==> src/hw/snes_load_pkg.sv <==
// ================================================
// Shared widths, enums and ROM header offsets for
// the cartridge load path. Header offsets include
// the 512-byte copier header ahead of the image.
// ================================================

package snes_load_pkg;

	// Download stream and mask widths
	localparam int io_addr_w = 25;
	localparam int io_data_w = 16;
	localparam int mask_w = 24;

	localparam int copier_hdr_bytes = 512;

	// Size word location per mapping, RAM size word sits two bytes later
	localparam logic [io_addr_w-1:0] hdr_lorom_addr = io_addr_w'('h7FD6 + copier_hdr_bytes);
	localparam logic [io_addr_w-1:0] hdr_hirom_addr = io_addr_w'('hFFD6 + copier_hdr_bytes);
	localparam logic [io_addr_w-1:0] hdr_exhirom_addr = io_addr_w'('h40FFD6 + copier_hdr_bytes);
	localparam logic [io_addr_w-1:0] hdr_ram_offset = io_addr_w'(2);

	typedef enum logic [2:0] {
		hdr_auto,
		hdr_no_header,
		hdr_lorom,
		hdr_hirom,
		hdr_exhirom
	} header_mode_e;

	typedef enum logic [1:0] {
		region_auto,
		region_ntsc,
		region_pal
	} region_sel_e;

	typedef enum logic [1:0] {
		dl_none,
		dl_cart,
		dl_spc,
		dl_code
	} dl_class_e;

	typedef enum logic [1:0] {
		fill_snes2,
		fill_snes1,
		fill_55,
		fill_ff
	} fill_pattern_e;

	// Power-on fill byte for one RAM address
	function automatic logic [7:0] fill_byte(fill_pattern_e pattern, logic [9:0] addr);
		logic [7:0] value;
		value = 8'hFF;
		case (pattern)
			fill_snes2: value = (addr[8] ^ addr[2]) ? 8'h66 : 8'h99;
			fill_snes1: value = (addr[9] ^ addr[0]) ? 8'hFF : 8'h00;
			fill_55:    value = 8'h55;
			fill_ff:    value = 8'hFF;
		endcase
		return value;
	endfunction

endpackage
==> src/hw/cart_load_top.sv <==
// ================================================
// Cartridge load control. Classifies the host
// download and drives header, clear and cheat units.
// No back-pressure; clear_addr_bits must be >= 10.
// ================================================

`timescale 1ns/1ps

module cart_load_top #(
	parameter int clear_addr_bits = 18
) (
	input  logic                                clk_sys,
	input  logic                                reset,
	input  logic                                io_download,
	input  logic [7:0]                          io_index,
	input  logic [snes_load_pkg::io_addr_w-1:0] io_addr,
	input  logic [snes_load_pkg::io_data_w-1:0] io_data,
	input  logic                                io_wr,
	input  snes_load_pkg::header_mode_e         header_mode,
	input  snes_load_pkg::region_sel_e          region_sel,
	input  snes_load_pkg::fill_pattern_e        wram_pattern,
	input  snes_load_pkg::fill_pattern_e        aram_pattern,
	output logic [7:0]                          rom_type,
	output logic [snes_load_pkg::mask_w-1:0]    rom_mask,
	output logic [snes_load_pkg::mask_w-1:0]    ram_mask,
	output logic                                pal,
	output logic                                clearing,
	output logic                                fill_we,
	output logic [clear_addr_bits-1:0]          fill_addr,
	output logic [7:0]                          wram_fill,
	output logic [7:0]                          aram_fill,
	output logic [31:0]                         code_flags,
	output logic [31:0]                         code_addr,
	output logic [31:0]                         code_compare,
	output logic [31:0]                         code_replace,
	output logic                                code_load,
	output logic                                code_reset,
	output logic                                spc_active,
	output logic                                core_reset
);

	snes_load_pkg::dl_class_e dl_class;
	logic                     cart_active;
	logic                     code_active;

	// ================================================
	// Download classification
	// ================================================
	always_comb begin
		if (!io_download) begin
			dl_class = snes_load_pkg::dl_none;
		end else if (&io_index) begin
			dl_class = snes_load_pkg::dl_code;
		end else if (io_index[5:0] == 6'h00) begin
			dl_class = snes_load_pkg::dl_cart;
		end else if (io_index[5:0] == 6'h01) begin
			dl_class = snes_load_pkg::dl_spc;
		end else begin
			dl_class = snes_load_pkg::dl_none;
		end
	end

	assign cart_active = (dl_class == snes_load_pkg::dl_cart);
	assign spc_active = (dl_class == snes_load_pkg::dl_spc);
	assign code_active = (dl_class == snes_load_pkg::dl_code);

	// Core held in reset through any load or clear
	assign core_reset = reset | cart_active | spc_active | clearing;

	rom_header_detect rom_header_detect_i (
		.clk_sys     (clk_sys),
		.reset       (reset),
		.cart_active (cart_active),
		.io_wr       (io_wr),
		.io_addr     (io_addr),
		.io_data     (io_data),
		.header_mode (header_mode),
		.region_sel  (region_sel),
		.rom_type    (rom_type),
		.rom_mask    (rom_mask),
		.ram_mask    (ram_mask),
		.pal         (pal)
	);

	ram_clear_seq #(
		.clear_addr_bits (clear_addr_bits)
	) ram_clear_seq_i (
		.clk_sys      (clk_sys),
		.reset        (reset),
		.cart_active  (cart_active),
		.wram_pattern (wram_pattern),
		.aram_pattern (aram_pattern),
		.clearing     (clearing),
		.fill_we      (fill_we),
		.fill_addr    (fill_addr),
		.wram_fill    (wram_fill),
		.aram_fill    (aram_fill)
	);

	cheat_code_assembler cheat_code_assembler_i (
		.clk_sys      (clk_sys),
		.reset        (reset),
		.code_active  (code_active),
		.cart_active  (cart_active),
		.io_wr        (io_wr),
		.io_addr      (io_addr),
		.io_data      (io_data),
		.code_flags   (code_flags),
		.code_addr    (code_addr),
		.code_compare (code_compare),
		.code_replace (code_replace),
		.code_load    (code_load),
		.code_reset   (code_reset)
	);

endmodule

==> src/hw/cheat_code_assembler.sv <==
// ================================================
// Cheat code collector. Eight words per code at
// offsets 0..14; offset 14 closes the code and
// pulses code_load. Odd offsets are ignored.
// ================================================

`timescale 1ns/1ps

module cheat_code_assembler (
	input  logic                                clk_sys,
	input  logic                                reset,
	input  logic                                code_active,
	input  logic                                cart_active,
	input  logic                                io_wr,
	input  logic [snes_load_pkg::io_addr_w-1:0] io_addr,
	input  logic [snes_load_pkg::io_data_w-1:0] io_data,
	output logic [31:0]                         code_flags,
	output logic [31:0]                         code_addr,
	output logic [31:0]                         code_compare,
	output logic [31:0]                         code_replace,
	output logic                                code_load,
	output logic                                code_reset
);

	logic code_write;

	assign code_write = code_active & io_wr;

	// Word 0 of a new code list or any cart load clears the active codes
	assign code_reset = (code_write && io_addr == '0) || cart_active;

	always_ff @(posedge clk_sys) begin
		if (code_write) begin
			case (io_addr[3:0])
				4'd0:  code_flags[15:0] <= io_data;
				4'd2:  code_flags[31:16] <= io_data;
				4'd4:  code_addr[15:0] <= io_data;
				4'd6:  code_addr[31:16] <= io_data;
				4'd8:  code_compare[15:0] <= io_data;
				4'd10: code_compare[31:16] <= io_data;
				4'd12: code_replace[15:0] <= io_data;
				4'd14: code_replace[31:16] <= io_data;
				default: ;
			endcase
		end
	end

	always_ff @(posedge clk_sys) begin
		if (reset) begin
			code_load <= 1'b0;
		end else begin
			code_load <= code_write && io_addr[3:0] == 4'd14;
		end
	end

	code_load_single_pulse: assert property (
		@(posedge clk_sys) disable iff (reset)
		code_load |=> !code_load
	) else $error("code_load held for more than one cycle");

endmodule

==> src/hw/ram_clear_seq.sv <==
// ================================================
// Work/audio RAM clear sweep on cartridge load.
// One write every other cycle, 2**clear_addr_bits
// writes in all. clear_addr_bits must be >= 10.
// ================================================

`timescale 1ns/1ps

module ram_clear_seq #(
	parameter int clear_addr_bits = 18
) (
	input  logic                               clk_sys,
	input  logic                               reset,
	input  logic                               cart_active,
	input  snes_load_pkg::fill_pattern_e       wram_pattern,
	input  snes_load_pkg::fill_pattern_e       aram_pattern,
	output logic                               clearing,
	output logic                               fill_we,
	output logic [clear_addr_bits-1:0]         fill_addr,
	output logic [7:0]                         wram_fill,
	output logic [7:0]                         aram_fill
);

	logic cart_d;
	logic start;
	logic wait_phase;
	logic last_write;

	// Rising edge of the cartridge download
	assign start = cart_active & ~cart_d;

	// Write phase is the first cycle of each pair
	assign fill_we = clearing & ~wait_phase;
	assign last_write = fill_we & (&fill_addr);

	// ================================================
	// Sweep control
	// ================================================
	always_ff @(posedge clk_sys) begin
		if (reset) begin
			cart_d <= 1'b0;
			clearing <= 1'b0;
			wait_phase <= 1'b0;
			fill_addr <= '0;
		end else begin
			cart_d <= cart_active;
			if (start) begin
				// A new download restarts the sweep from zero
				clearing <= 1'b1;
				wait_phase <= 1'b0;
				fill_addr <= '0;
			end else if (clearing) begin
				wait_phase <= ~wait_phase;
				if (wait_phase) begin
					fill_addr <= fill_addr + 1'b1;
				end
				if (last_write) begin
					clearing <= 1'b0;
					wait_phase <= 1'b0;
					fill_addr <= '0;
				end
			end
		end
	end

	// Fill bytes depend only on the low address bits
	assign wram_fill = snes_load_pkg::fill_byte(wram_pattern, fill_addr[9:0]);
	assign aram_fill = snes_load_pkg::fill_byte(aram_pattern, fill_addr[9:0]);

	fill_we_only_when_clearing: assert property (
		@(posedge clk_sys) disable iff (reset)
		fill_we |-> clearing
	) else $error("fill write strobe outside the clear sweep");

	fill_we_alternates: assert property (
		@(posedge clk_sys) disable iff (reset)
		fill_we |=> !fill_we
	) else $error("fill writes on back-to-back cycles");

endmodule

==> src/hw/rom_header_detect.sv <==
// ================================================
// ROM header parser. Only writes seen while
// cart_active is high are decoded. Masks stay zero
// until word 0 of a cartridge has been written.
// ================================================

`timescale 1ns/1ps

module rom_header_detect (
	input  logic                                 clk_sys,
	input  logic                                 reset,
	input  logic                                 cart_active,
	input  logic                                 io_wr,
	input  logic [snes_load_pkg::io_addr_w-1:0]  io_addr,
	input  logic [snes_load_pkg::io_data_w-1:0]  io_data,
	input  snes_load_pkg::header_mode_e          header_mode,
	input  snes_load_pkg::region_sel_e           region_sel,
	output logic [7:0]                           rom_type,
	output logic [snes_load_pkg::mask_w-1:0]     rom_mask,
	output logic [snes_load_pkg::mask_w-1:0]     ram_mask,
	output logic                                 pal
);

	logic                                hdr_write;
	logic                                map_en;
	logic [snes_load_pkg::io_addr_w-1:0] map_rom_addr;
	logic [snes_load_pkg::io_addr_w-1:0] map_ram_addr;
	logic [3:0]                          rom_size;
	logic [3:0]                          ram_size;
	logic                                size_valid;
	logic                                rom_region;

	// 1KB shifted by the size code, minus one
	function automatic logic [snes_load_pkg::mask_w-1:0] mask_from_size(logic [3:0] size);
		return (snes_load_pkg::mask_w'(1024) << size) - 1'b1;
	endfunction

	assign hdr_write = cart_active & io_wr;

	// Size word location for the forced mappings
	always_comb begin
		map_en = 1'b1;
		case (header_mode)
			snes_load_pkg::hdr_lorom:   map_rom_addr = snes_load_pkg::hdr_lorom_addr;
			snes_load_pkg::hdr_hirom:   map_rom_addr = snes_load_pkg::hdr_hirom_addr;
			snes_load_pkg::hdr_exhirom: map_rom_addr = snes_load_pkg::hdr_exhirom_addr;
			default: begin
				map_en = 1'b0;
				map_rom_addr = '0;
			end
		endcase
		map_ram_addr = map_rom_addr + snes_load_pkg::hdr_ram_offset;
	end

	// ================================================
	// Size and type capture
	// ================================================
	always_ff @(posedge clk_sys) begin
		if (hdr_write) begin
			if (io_addr == '0) begin
				rom_size <= 4'hC;
				ram_size <= 4'h0;
				// Auto mode takes sizes packed in the low byte
				if (header_mode == snes_load_pkg::hdr_auto && io_data[7:0] != 8'h00) begin
					{ram_size, rom_size} <= io_data[7:0];
				end
				case (header_mode)
					snes_load_pkg::hdr_no_header: rom_type <= 8'd0;
					snes_load_pkg::hdr_lorom:     rom_type <= 8'd0;
					snes_load_pkg::hdr_hirom:     rom_type <= 8'd1;
					snes_load_pkg::hdr_exhirom:   rom_type <= 8'd2;
					default:                      rom_type <= io_data[15:8];
				endcase
			end
			if (map_en && io_addr == map_rom_addr) begin
				rom_size <= io_data[11:8];
			end
			if (map_en && io_addr == map_ram_addr) begin
				ram_size <= io_data[3:0];
			end
		end
	end

	// ================================================
	// Masks and video region
	// ================================================
	always_ff @(posedge clk_sys) begin
		if (reset) begin
			size_valid <= 1'b0;
			rom_region <= 1'b0;
			rom_mask <= '0;
			ram_mask <= '0;
			pal <= 1'b0;
		end else begin
			if (hdr_write && io_addr == '0) begin
				size_valid <= 1'b1;
			end
			if (hdr_write && io_addr == snes_load_pkg::io_addr_w'(2)) begin
				rom_region <= io_data[8];
			end

			rom_mask <= size_valid ? mask_from_size(rom_size) : '0;
			ram_mask <= (size_valid && ram_size != 4'h0) ? mask_from_size(ram_size) : '0;

			// Region only moves between downloads
			if (!cart_active) begin
				if (region_sel == snes_load_pkg::region_auto) begin
					pal <= rom_region;
				end else begin
					pal <= (region_sel == snes_load_pkg::region_pal);
				end
			end
		end
	end

	pal_held_during_load: assert property (
		@(posedge clk_sys) disable iff (reset)
		cart_active && $past(cart_active) |-> $stable(pal)
	) else $error("pal changed during a cartridge download");

endmodule

==> config.mk <==
export PLATFORM = sky130hd
export DESIGN_NAME = cart_load_top
export DESIGN_NICKNAME = d
export VERILOG_FILES = /design/src/hw/snes_load_pkg.sv /design/src/hw/cart_load_top.sv /design/src/hw/cheat_code_assembler.sv /design/src/hw/ram_clear_seq.sv /design/src/hw/rom_header_detect.sv
export SDC_FILE = /design/constraint.sdc
export NUM_CORES = 1
export LEC_CHECK = 0
export BUFFER_PORTS_ARGS = -buffer_cell sky130_fd_sc_hd__buf_2
export CAP_MARGIN = 20
export CORE_AREA = 2 2 101 200
export DETAILED_ROUTE_END_ITERATION = 7
export DIE_AREA = 0 0 103 202
export GPL_TIMING_DRIVEN = 0
export PLACE_DENSITY = 0.69
export SLEW_MARGIN = 30
export SYNTH_ARGS = -nofsm -noshare
export SYNTH_HDL_FRONTEND = slang
export SYNTH_SLANG_ARGS = --single-unit
export TNS_END_PERCENT = 1
==> constraint.sdc <==
create_clock -name clk_sys -period 2.5 [get_ports clk_sys]
set_input_delay 0.25 -clock clk_sys [delete_from_list [all_inputs] [get_ports clk_sys]]
set_output_delay 0.25 -clock clk_sys [all_outputs]
set_load 0.01 [all_outputs]
==> metrics.txt, run 1 <==
# TYPE chip_impl_metric gauge
chip_impl_metric{name="cp_num_buf_inv",unit=""} 2
chip_impl_info{name="tritoncts_clock_tree",value="built"} 1
chip_impl_info{name="worst_path_dominant_cell_family",value="simple AND/OR/NAND/NOR gates"} 1
chip_impl_metric{name="clock-sinks",unit=""} 199
chip_impl_metric{name="finClkSkew",unit="ns"} 0.0117
chip_impl_metric{name="port_buffers",unit=""} 285
chip_impl_metric{name="post-route-period-util",unit=""} 0.896
chip_impl_metric{name="reg2reg_depth",unit=""} 7
chip_impl_metric{name="die-area",unit="um^2"} 20800
chip_impl_metric{name="path_depth",unit=""} 7
chip_impl_metric{name="clk_latency",unit="ns"} 0.42
chip_impl_metric{name="cp_max_fo",unit=""} 5
chip_impl_metric{name="grt_antenna_before_repair",unit=""} 0
chip_impl_metric{name="post_route_ant_nets",unit=""} 0
chip_impl_metric{name="hold_viol",unit=""} 0
chip_impl_metric{name="count_of_max_cap_constraint_violations",unit=""} 0
chip_impl_metric{name="detail_route.wl_per_cell",unit="um"} 17.7
chip_impl_metric{name="power.ir.vdd_worst",unit="mV"} 0.400
chip_impl_metric{name="slew_headroom",unit=""} 0.398
chip_impl_info{name="worstPathCellList",value="buf_2 -> nand4b_1 -> nor4_1 -> nand2_1 -> or3_1 -> nand2_1 -> buf_2"} 1
chip_impl_metric{name="synth.lib_cells_used.distinct",unit=""} 60
chip_impl_metric{name="max_freq",unit="MHz"} 446
chip_impl_metric{name="filler_cell_count",unit=""} 1759
chip_impl_metric{name="worst-slew-pin-transition",unit="ns"} 0.899
chip_impl_metric{name="number_of_warning_messages_in_the_yosys_log",unit=""} 0
chip_impl_metric{name="slowest_stage_delay_on_critical_path",unit="ns"} 0.50
chip_impl_info{name="rsz0062_at_grt",value="no"} 1
chip_impl_metric{name="synth.avg_cell_area",unit="um^2"} 13.7
chip_impl_metric{name="post_cts.resized_instances",unit=""} 0
chip_impl_metric{name="cts_inserted_buffers",unit=""} 17
chip_impl_metric{name="ys_seq_elements",unit=""} 199
chip_impl_metric{name="combinational_cell_fraction_of_total_power",unit=""} 0.036
chip_impl_metric{name="synth_enable_flop_cells",unit=""} 144
chip_impl_metric{name="grt_first_pass_wirelength",unit="um"} 29600
chip_impl_metric{name="coreArea",unit="um^2"} 19300
chip_impl_metric{name="postSynth.asyncResetShare",unit=""} 0
chip_impl_metric{name="power_density",unit="nW/um^2"} 638
chip_impl_metric{name="grt_pass1_vias",unit=""} 5450
chip_impl_metric{name="place_ws",unit="ns"} -0.152
chip_impl_metric{name="cts_buffer_depth",unit=""} 2
chip_impl_metric{name="power.leakage",unit="nW"} 4.15
chip_impl_metric{name="clock_pin_slew_reported_for_the_worst_setup_and_hold_paths_after_clock_tree_synthesis",unit="ns"} 0.07
chip_impl_info{name="startpoint_type",value="primary input"} 1
chip_impl_metric{name="post_cts_buffers",unit=""} 0
chip_impl_metric{name="grt_overflow",unit=""} 0
chip_impl_metric{name="drive_gt1_frac",unit=""} 0.425
chip_impl_metric{name="grtUsageTotal",unit=""} 0.193
chip_impl_metric{name="worst-endpoint-arrival",unit="ns"} 1.99
chip_impl_metric{name="weighted_congestion_reported_at_the_end_of_routability_driven_placement",unit=""} 0.925
chip_impl_metric{name="drv_slew",unit=""} 0
chip_impl_metric{name="finalPower",unit="W"} 0.00639
chip_impl_metric{name="synth_cells",unit=""} 554
chip_impl_metric{name="total_wire_length_after_detailed_routing",unit="um"} 20100
chip_impl_metric{name="cell_internal_power_dissipation",unit="W"} 0.00510
chip_impl_info{name="yosys_most_used_dff",value="edfxtp_1"} 1
chip_impl_metric{name="antenna_cells_inserted",unit=""} 0
chip_impl_metric{name="dp_hpwl",unit="um"} 15200
chip_impl_metric{name="fraction_of_post_synthesis_cell_area_in_the_top_cell_type_by_area",unit=""} 0.569
chip_impl_info{name="netlist_top_cells_area",value="edfxtp_1 (57%), dfxtp_1 (14%), buf_4 (3.1%), nor2_1 (2.7%), a21oi_1 (1.7%)"} 1
chip_impl_metric{name="report.final.setup_viol",unit=""} 0
chip_impl_metric{name="synth.cell_area",unit="um^2"} 7590
chip_impl_info{name="critical_path_class",value="in2out"} 1
chip_impl_metric{name="synthesized_netlist_net_count",unit=""} 619
chip_impl_metric{name="timing.reg2reg.setup_slack",unit="ns"} 0.43
chip_impl_metric{name="cts_max_level",unit=""} 4
chip_impl_metric{name="ioPinCount",unit=""} 287
chip_impl_info{name="hold_path.class",value="in2reg"} 1
chip_impl_metric{name="power.share.switching",unit=""} 0.201
chip_impl_metric{name="total_area_of_multi_input_combinational_cells",unit="um^2"} 1840
chip_impl_metric{name="die_height",unit="um"} 202
chip_impl_metric{name="layout.area.seq",unit="um^2"} 5430
chip_impl_info{name="worst_path_max_delay_cell",value="nor4_1"} 1
chip_impl_metric{name="drt_iter0_markers",unit=""} 191
chip_impl_info{name="status",value="finished, final reports clean"} 1
chip_impl_metric{name="drt_pass1_iterations",unit=""} 4
chip_impl_metric{name="layout.nets",unit=""} 930
chip_impl_info{name="synth.largest_area_cell",value="edfxtp_1"} 1
chip_impl_metric{name="routed-via-count",unit=""} 5537
chip_impl_metric{name="clkPwrFrac",unit=""} 0.412
chip_impl_info{name="ctsRootBufferMaster",value="clkbuf_16"} 1
chip_impl_metric{name="remaining_drcs",unit=""} 0
chip_impl_metric{name="post-route-worst-setup-slack",unit="ns"} 0.260
chip_impl_metric{name="hold_buffers",unit=""} 0
chip_impl_metric{name="initial_core_util",unit=""} 0.394
chip_impl_metric{name="finalCriticalPeriod",unit="ns"} 2.24
chip_impl_info{name="cp-end-kind",value="output port"} 1
chip_impl_metric{name="area_growth_syn_to_layout",unit="%"} 31.8
chip_impl_metric{name="power.net_switching",unit="W"} 0.00129
chip_impl_metric{name="post_drt_via_cell_ratio",unit=""} 4.87
chip_impl_metric{name="cp.required",unit="ns"} 2.25
chip_impl_metric{name="die_w",unit="um"} 103
chip_impl_metric{name="seqPwrFrac",unit=""} 0.553
chip_impl_metric{name="core.rowCount",unit=""} 72
chip_impl_metric{name="synth.yosys.seq_area_share",unit=""} 0.714
chip_impl_metric{name="finalHoldWorstSlack",unit="ns"} 0.116
chip_impl_metric{name="number_of_cells_traversed_by_the_worst_hold_path",unit=""} 1
chip_impl_metric{name="grt_max_degree",unit=""} 17
per-layer routing:
metal  up-vias  track usage  wire, um
li1       2630            -         -
met1      2643        0.192      7040
met2       240        0.370     11500
met3        24       0.0436      1080
met4         0       0.0742       427
met5         -            0         0
per-stage QoR:
stage	setup TNS (ns)	instance area, um^2	utilization	cells
finish	0	10000	0.519	1137
floorplan	0	7590	-	554
global placement	-101.16	9350	0.485	1098
detailed placement	-2.04	9450	0.490	1105
CTS	0	10000	0.519	1137
global route	0	10000	0.519	1137
worst register-to-register path: stages, from the launching register on:
cell and delay (ns):
dfxtp_1 0.33, buf_4 0.18, nand4_4 0.16, nor4_4 0.59
nand3_1 0.27, nand2b_1 0.13, buf_4 0.16, o21ba_1 0.15
placed cells by master (no fill, tap or decap), types with 13 or more instances in the layout:
master     count
a21oi_1       26
buf_4         35
nor2_1        48
inv_1         13
nor3_1        14
buf_2        287
dfxtp_1       55
nand2_1       27
edfxtp_1     144
clkbuf_16     17
o21ai_0       16
clkbuf_1      18
cell usage after synthesis (2+ instances only):
cell type	count
nand3_1	12
nor4_2	2
clkbuf_1	14
o31a_1	2
a22oi_1	2
o211ai_1	4
a21o_1	2
nor3b_1	4
o21ai_0	16
nor2_1	54
buf_6	2
a31oi_1	4
or3_1	9
a21oi_1	26
mux2i_1	2
nor4_4	2
buf_2	2
a22o_1	7
o2111ai_1	2
ha_1	3
nor2b_1	8
nor4_1	9
dfxtp_1	55
nand3b_1	2
or3b_1	2
nor3_1	16
and3b_1	2
buf_4	31
and3_1	7
xor2_1	9
inv_1	13
nand2_1	27
and2_1	7
edfxtp_1	144
nand2b_1	11
o21a_1	3
nand4_1	3
xnor2_1	4
o31ai_1	7
nand4b_1	3
power by group through the flow:
stage                     combinational, W  clock (W)  sequential (W)
after floorplan                  0.0000897          0         0.00361
after global placement            0.000220          0         0.00360
after detailed placement          0.000229          0         0.00360
after CTS                         0.000229    0.00268         0.00353
after global routing              0.000250    0.00280         0.00353
final                             0.000228    0.00263         0.00353
area by class of cell:
cell class                 count  share of cell area
buffer                        49              0.0317
clock buffer                  21              0.0440
clock inverter                11              0.0122
inverter                      13             0.00487
multi-input combinational    293               0.184
sequential                   199               0.542
tap                          259              0.0324
timing repair buffer         292               0.149
logic make-up (layout without fill, tap and decap cells):
kind of cell | count (synthesis) | in the layout | share of synthesized area
AOI/OAI and AO/OA | 84 | 84 | 0.0727
xor gates and xnor gates | 13 | 13 | 0.0150
adders and majority gates | 4 | 4 | 0.00626
buffers and inverters | 62 | 386 | 0.0483
DFF | 199 | 199 | 0.714
muxes | 4 | 4 | 0.00560
and+or+nand+nor | 188 | 188 | 0.138
flip-flops by register name, summed over array words and instances, names as in the netlist, 8 cells and up:
register                             cells
rom_header_detect_i.ram_mask            15
cheat_code_assembler_i.code_flags       32
cheat_code_assembler_i.code_replace     32
cheat_code_assembler_i.code_compare     32
ram_clear_seq_i.fill_addr               18
cheat_code_assembler_i.code_addr        32
rom_header_detect_i.rom_type             8
rom_header_detect_i.rom_mask            15
path summary, 6_finish.rpt:
kind	start	to
worst max-delay path	io_addr[0]	code_reset
worst min-delay path	io_data[14]	cheat_code_assembler_i.code_flags[30]
worst max register to register	ram_clear_seq_i.fill_addr[9]	ram_clear_seq_i.fill_addr[13]
worst min register to register	rom_header_detect_i.pal	rom_header_detect_i.pal
No activity file was read; power rests on OpenSTA's default activity.
==> run 2, diff against run 1 <==
Settings changed: ABC_AREA set to 1, CORE_AREA 2 2 101 200 to 2 2 102 202, DIE_AREA 0 0 103 202 to 0 0 104 204.
==> metrics.txt, run 2 <==
# TYPE chip_impl_metric gauge
chip_impl_info{name="status",value="finished, final reports clean"} 1
chip_impl_info{name="hold_path.class",value="in2reg"} 1
chip_impl_metric{name="timing.reg2reg.setup_slack",unit="ns"} 0.37
chip_impl_metric{name="area_growth_syn_to_layout",unit="%"} 31.7
chip_impl_metric{name="power.net_switching",unit="W"} 0.00139
chip_impl_info{name="layout.cells.most_common_list",value="buf_2 (288), edfxtp_1 (144), nand2_1 (128), nor2_1 (85), inv_1 (79)"} 1
chip_impl_metric{name="power_density",unit="nW/um^2"} 637
chip_impl_metric{name="routed-via-count",unit=""} 6042
chip_impl_metric{name="synth.avg_cell_area",unit="um^2"} 11.2
chip_impl_metric{name="cp_max_fo",unit=""} 10
chip_impl_metric{name="coreArea",unit="um^2"} 19700
chip_impl_info{name="endpoint_of_the_most_critical_register_to_register_path",value="ram_clear_seq_i.fill_addr[6]"} 1
chip_impl_metric{name="drive_gt1_frac",unit=""} 0.366
chip_impl_info{name="rsz0062_at_grt",value="no"} 1
chip_impl_metric{name="ys_seq_elements",unit=""} 199
chip_impl_metric{name="number_of_cells_traversed_by_the_worst_hold_path",unit=""} 2
chip_impl_metric{name="ioPinCount",unit=""} 287
chip_impl_metric{name="filler_cell_count",unit=""} 1804
chip_impl_metric{name="slowest_stage_delay_on_critical_path",unit="ns"} 0.46
chip_impl_info{name="ctsRootBufferMaster",value="clkbuf_16"} 1
chip_impl_metric{name="seqPwrFrac",unit=""} 0.543
chip_impl_metric{name="max_freq",unit="MHz"} 470
chip_impl_metric{name="cts_max_level",unit=""} 4
chip_impl_metric{name="dp_hpwl",unit="um"} 15800
chip_impl_info{name="worst_path_max_delay_cell",value="dfxtp_1"} 1
chip_impl_metric{name="die_height",unit="um"} 204
chip_impl_metric{name="clock-sinks",unit=""} 199
chip_impl_metric{name="slew_headroom",unit=""} 0.540
chip_impl_metric{name="synthesized_netlist_net_count",unit=""} 757
chip_impl_metric{name="finalPower",unit="W"} 0.00649
chip_impl_metric{name="hold_viol",unit=""} 0
chip_impl_info{name="yosys_most_used_dff",value="edfxtp_1"} 1
chip_impl_metric{name="postSynth.asyncResetShare",unit=""} 0
chip_impl_metric{name="total_area_of_multi_input_combinational_cells",unit="um^2"} 1810
chip_impl_info{name="tritoncts_clock_tree",value="built"} 1
chip_impl_info{name="cp-end-kind",value="flip-flop"} 1
chip_impl_metric{name="detail_route.wl_per_cell",unit="um"} 16.2
chip_impl_metric{name="synth.cell_area",unit="um^2"} 7740
chip_impl_metric{name="design_area",unit="um^2"} 10200
chip_impl_metric{name="cp.required",unit="ns"} 2.81
chip_impl_metric{name="cts_buffer_depth",unit=""} 2
chip_impl_metric{name="worst-slew-pin-transition",unit="ns"} 0.687
chip_impl_metric{name="total_wire_length_after_detailed_routing",unit="um"} 20700
chip_impl_metric{name="power.leakage",unit="nW"} 4.47
chip_impl_metric{name="grt_antenna_before_repair",unit=""} 0
chip_impl_metric{name="combinational_cell_fraction_of_total_power",unit=""} 0.034
chip_impl_info{name="worst_path_dominant_cell_family",value="simple AND/OR/NAND/NOR gates"} 1
chip_impl_metric{name="weighted_congestion_reported_at_the_end_of_routability_driven_placement",unit=""} 0.956
chip_impl_metric{name="report.final.setup_viol",unit=""} 0
chip_impl_metric{name="grt_overflow",unit=""} 0
chip_impl_metric{name="number_of_warning_messages_in_the_yosys_log",unit=""} 0
chip_impl_metric{name="die-area",unit="um^2"} 21200
chip_impl_metric{name="core.rowCount",unit=""} 73
chip_impl_metric{name="port_buffers",unit=""} 286
chip_impl_metric{name="post_cts.resized_instances",unit=""} 0
chip_impl_metric{name="grt_first_pass_wirelength",unit="um"} 31000
chip_impl_info{name="netlist_top_cells_area",value="edfxtp_1 (56%), dfxtp_1 (14%), nand2_1 (6.2%), nor2_1 (4.5%), inv_1 (3.8%)"} 1
chip_impl_metric{name="synth.yosys.seq_area_share",unit=""} 0.701
chip_impl_metric{name="drt_iter0_markers",unit=""} 223
chip_impl_metric{name="clk_latency",unit="ns"} 0.44
chip_impl_info{name="synth_common_cells",value="edfxtp_1 (144), nand2_1 (128), nor2_1 (92)"} 1
chip_impl_metric{name="clkPwrFrac",unit=""} 0.422
chip_impl_info{name="most_numerous_cell_in_the_yosys_netlist",value="edfxtp_1"} 1
chip_impl_metric{name="cts_inserted_buffers",unit=""} 17
chip_impl_metric{name="power.ir.vdd_worst",unit="mV"} 0.419
chip_impl_metric{name="grtUsageTotal",unit=""} 0.197
chip_impl_metric{name="synth.lib_cells_used.distinct",unit=""} 29
chip_impl_metric{name="worst-endpoint-arrival",unit="ns"} 2.44
chip_impl_metric{name="synth_cells",unit=""} 692
chip_impl_metric{name="initial_core_util",unit=""} 0.392
chip_impl_info{name="startpoint_type",value="flip-flop"} 1
chip_impl_metric{name="grt_pass1_vias",unit=""} 5663
chip_impl_metric{name="antenna_cells_inserted",unit=""} 0
chip_impl_metric{name="cell_internal_power_dissipation",unit="W"} 0.00511
chip_impl_metric{name="post-route-period-util",unit=""} 0.851
chip_impl_metric{name="finClkSkew",unit="ns"} 0.00647
chip_impl_metric{name="fraction_of_post_synthesis_cell_area_in_the_top_cell_type_by_area",unit=""} 0.559
chip_impl_info{name="critical_path_class",value="reg2reg"} 1
chip_impl_metric{name="layout.area.seq",unit="um^2"} 5430
chip_impl_metric{name="reg2reg_depth",unit=""} 11
chip_impl_metric{name="grt_max_degree",unit=""} 19
chip_impl_metric{name="post_drt_via_cell_ratio",unit=""} 4.73
chip_impl_info{name="most_common_cell_after_layout_fill_and_taps_aside",value="buf_2"} 1
chip_impl_metric{name="clock_pin_slew_reported_for_the_worst_setup_and_hold_paths_after_clock_tree_synthesis",unit="ns"} 0.07
chip_impl_metric{name="drv_slew",unit=""} 0
chip_impl_info{name="synth.largest_area_cell",value="edfxtp_1"} 1
chip_impl_metric{name="placed_cell_area",unit="um^2"} 9590
chip_impl_metric{name="post_route_ant_nets",unit=""} 0
chip_impl_info{name="hold_path_startpoint",value="reset"} 1
chip_impl_metric{name="die_w",unit="um"} 104
chip_impl_metric{name="count_of_max_cap_constraint_violations",unit=""} 0
chip_impl_metric{name="power.share.switching",unit=""} 0.214
chip_impl_info{name="hold-path-endpoint",value="ram_clear_seq_i.clearing"} 1
chip_impl_metric{name="drt_pass1_iterations",unit=""} 4
chip_impl_metric{name="synth_enable_flop_cells",unit=""} 144
chip_impl_info{name="worst_r2r_startpoint",value="ram_clear_seq_i.fill_addr[0]"} 1
chip_impl_metric{name="layout.nets",unit=""} 1068
chip_impl_info{name="worstPathCellList",value="ha_1 -> inv_1 -> nor2_2 -> nand2_2 -> nor2_1 -> nand3_1 -> nand2_1 -> nand2_2 -> buf_6 -> nand2_1 -> a21oi_1"} 1
chip_impl_metric{name="cp_num_buf_inv",unit=""} 2
chip_impl_metric{name="finalCriticalPeriod",unit="ns"} 2.13
chip_impl_metric{name="remaining_drcs",unit=""} 0
## run 2: changes by cell type after synthesis, moves of 8 or more
cell	change
nor2_1	+38
inv_1	+66
nand2b_1	-11
nand2_1	+101
nor2b_1	-8
nand4_1	+12
o21ai_0	+8
clkbuf_1	-12
nand3_1	+34
or3_1	-9
## run 2: timing repair
action,CTS,global route
hold buffers,1,0
endpoints found under the hold margin,1,0
buffers inserted,0,0
## run 2: how the worst max path moves through the flow
stage / start / end / slack [ns] / cells past startpoint
floorplan: io_index[2] / cheat_code_assembler_i.code_flags[0] / 0.28 / 5
global placement: io_index[2] / cheat_code_assembler_i.code_flags[5] / -1.32 / 6
detailed placement: io_index[2] / cheat_code_assembler_i.code_flags[26] / 0.01 / 8
CTS: ram_clear_seq_i.fill_addr[0] / ram_clear_seq_i.fill_addr[6] / 0.38 / 11
global route: ram_clear_seq_i.fill_addr[0] / ram_clear_seq_i.fill_addr[7] / 0.13 / 11
finish: ram_clear_seq_i.fill_addr[0] / ram_clear_seq_i.fill_addr[6] / 0.37 / 11
## run 2: kinds of logic after synthesis
| group | count (synthesis) | share of synthesized area |
|---|---|---|
| and+or+nand+nor | 305 | 0.167 |
| DFF | 199 | 0.701 |
| buffers and inverters | 112 | 0.0703 |
| AOI/OAI and AO/OA | 61 | 0.0436 |
| adders and majority gates | 3 | 0.00485 |
| xor gates and xnor gates | 12 | 0.0136 |
## run 2: through the flow
step | setup slack [ns] | instances | hold slack (ns) | TNS (ns) | util
floorplan | 0.285 | 692 | 0.319 | 0 | -
global placement | -1.32 | 1240 | 0.446 | -85.29 | 0.481
detailed placement | 0.0123 | 1245 | 0.446 | 0 | 0.486
CTS | 0.378 | 1278 | 0.0159 | 0 | 0.516
global route | 0.129 | 1278 | 0.0401 | 0 | 0.516
finish | 0.374 | 1278 | 0.0473 | 0 | 0.516
## run 2: power by group through the flow
stage / clock (W) / combinational, W / sequential [W]
after floorplan: 0 / 0.0000897 / 0.00360
after CTS: 0.00280 / 0.000226 / 0.00353
after global routing: 0.00294 / 0.000250 / 0.00353
after detailed placement: 0 / 0.000224 / 0.00360
final: 0.00274 / 0.000222 / 0.00353
after global placement: 0 / 0.000216 / 0.00360
## run 2: layer usage
metal,share of wire,GRT usage,vias to the layer above
li1,-,-,2925
met1,0.34,0.190,2840
met2,0.57,0.382,235
met3,0.059,0.0494,42
met4,0.032,0.0980,0
met5,0,0,-
## run 2: cell type report
type / instances / area share
clock inverters: 15 / 0.0161
inverters: 79 / 0.0291
well taps: 262 / 0.0322
repair buffers: 292 / 0.146
multi-input cells: 381 / 0.178
clock buffers: 17 / 0.0417
plain buffers: 33 / 0.0243
flip-flops and latches: 199 / 0.532
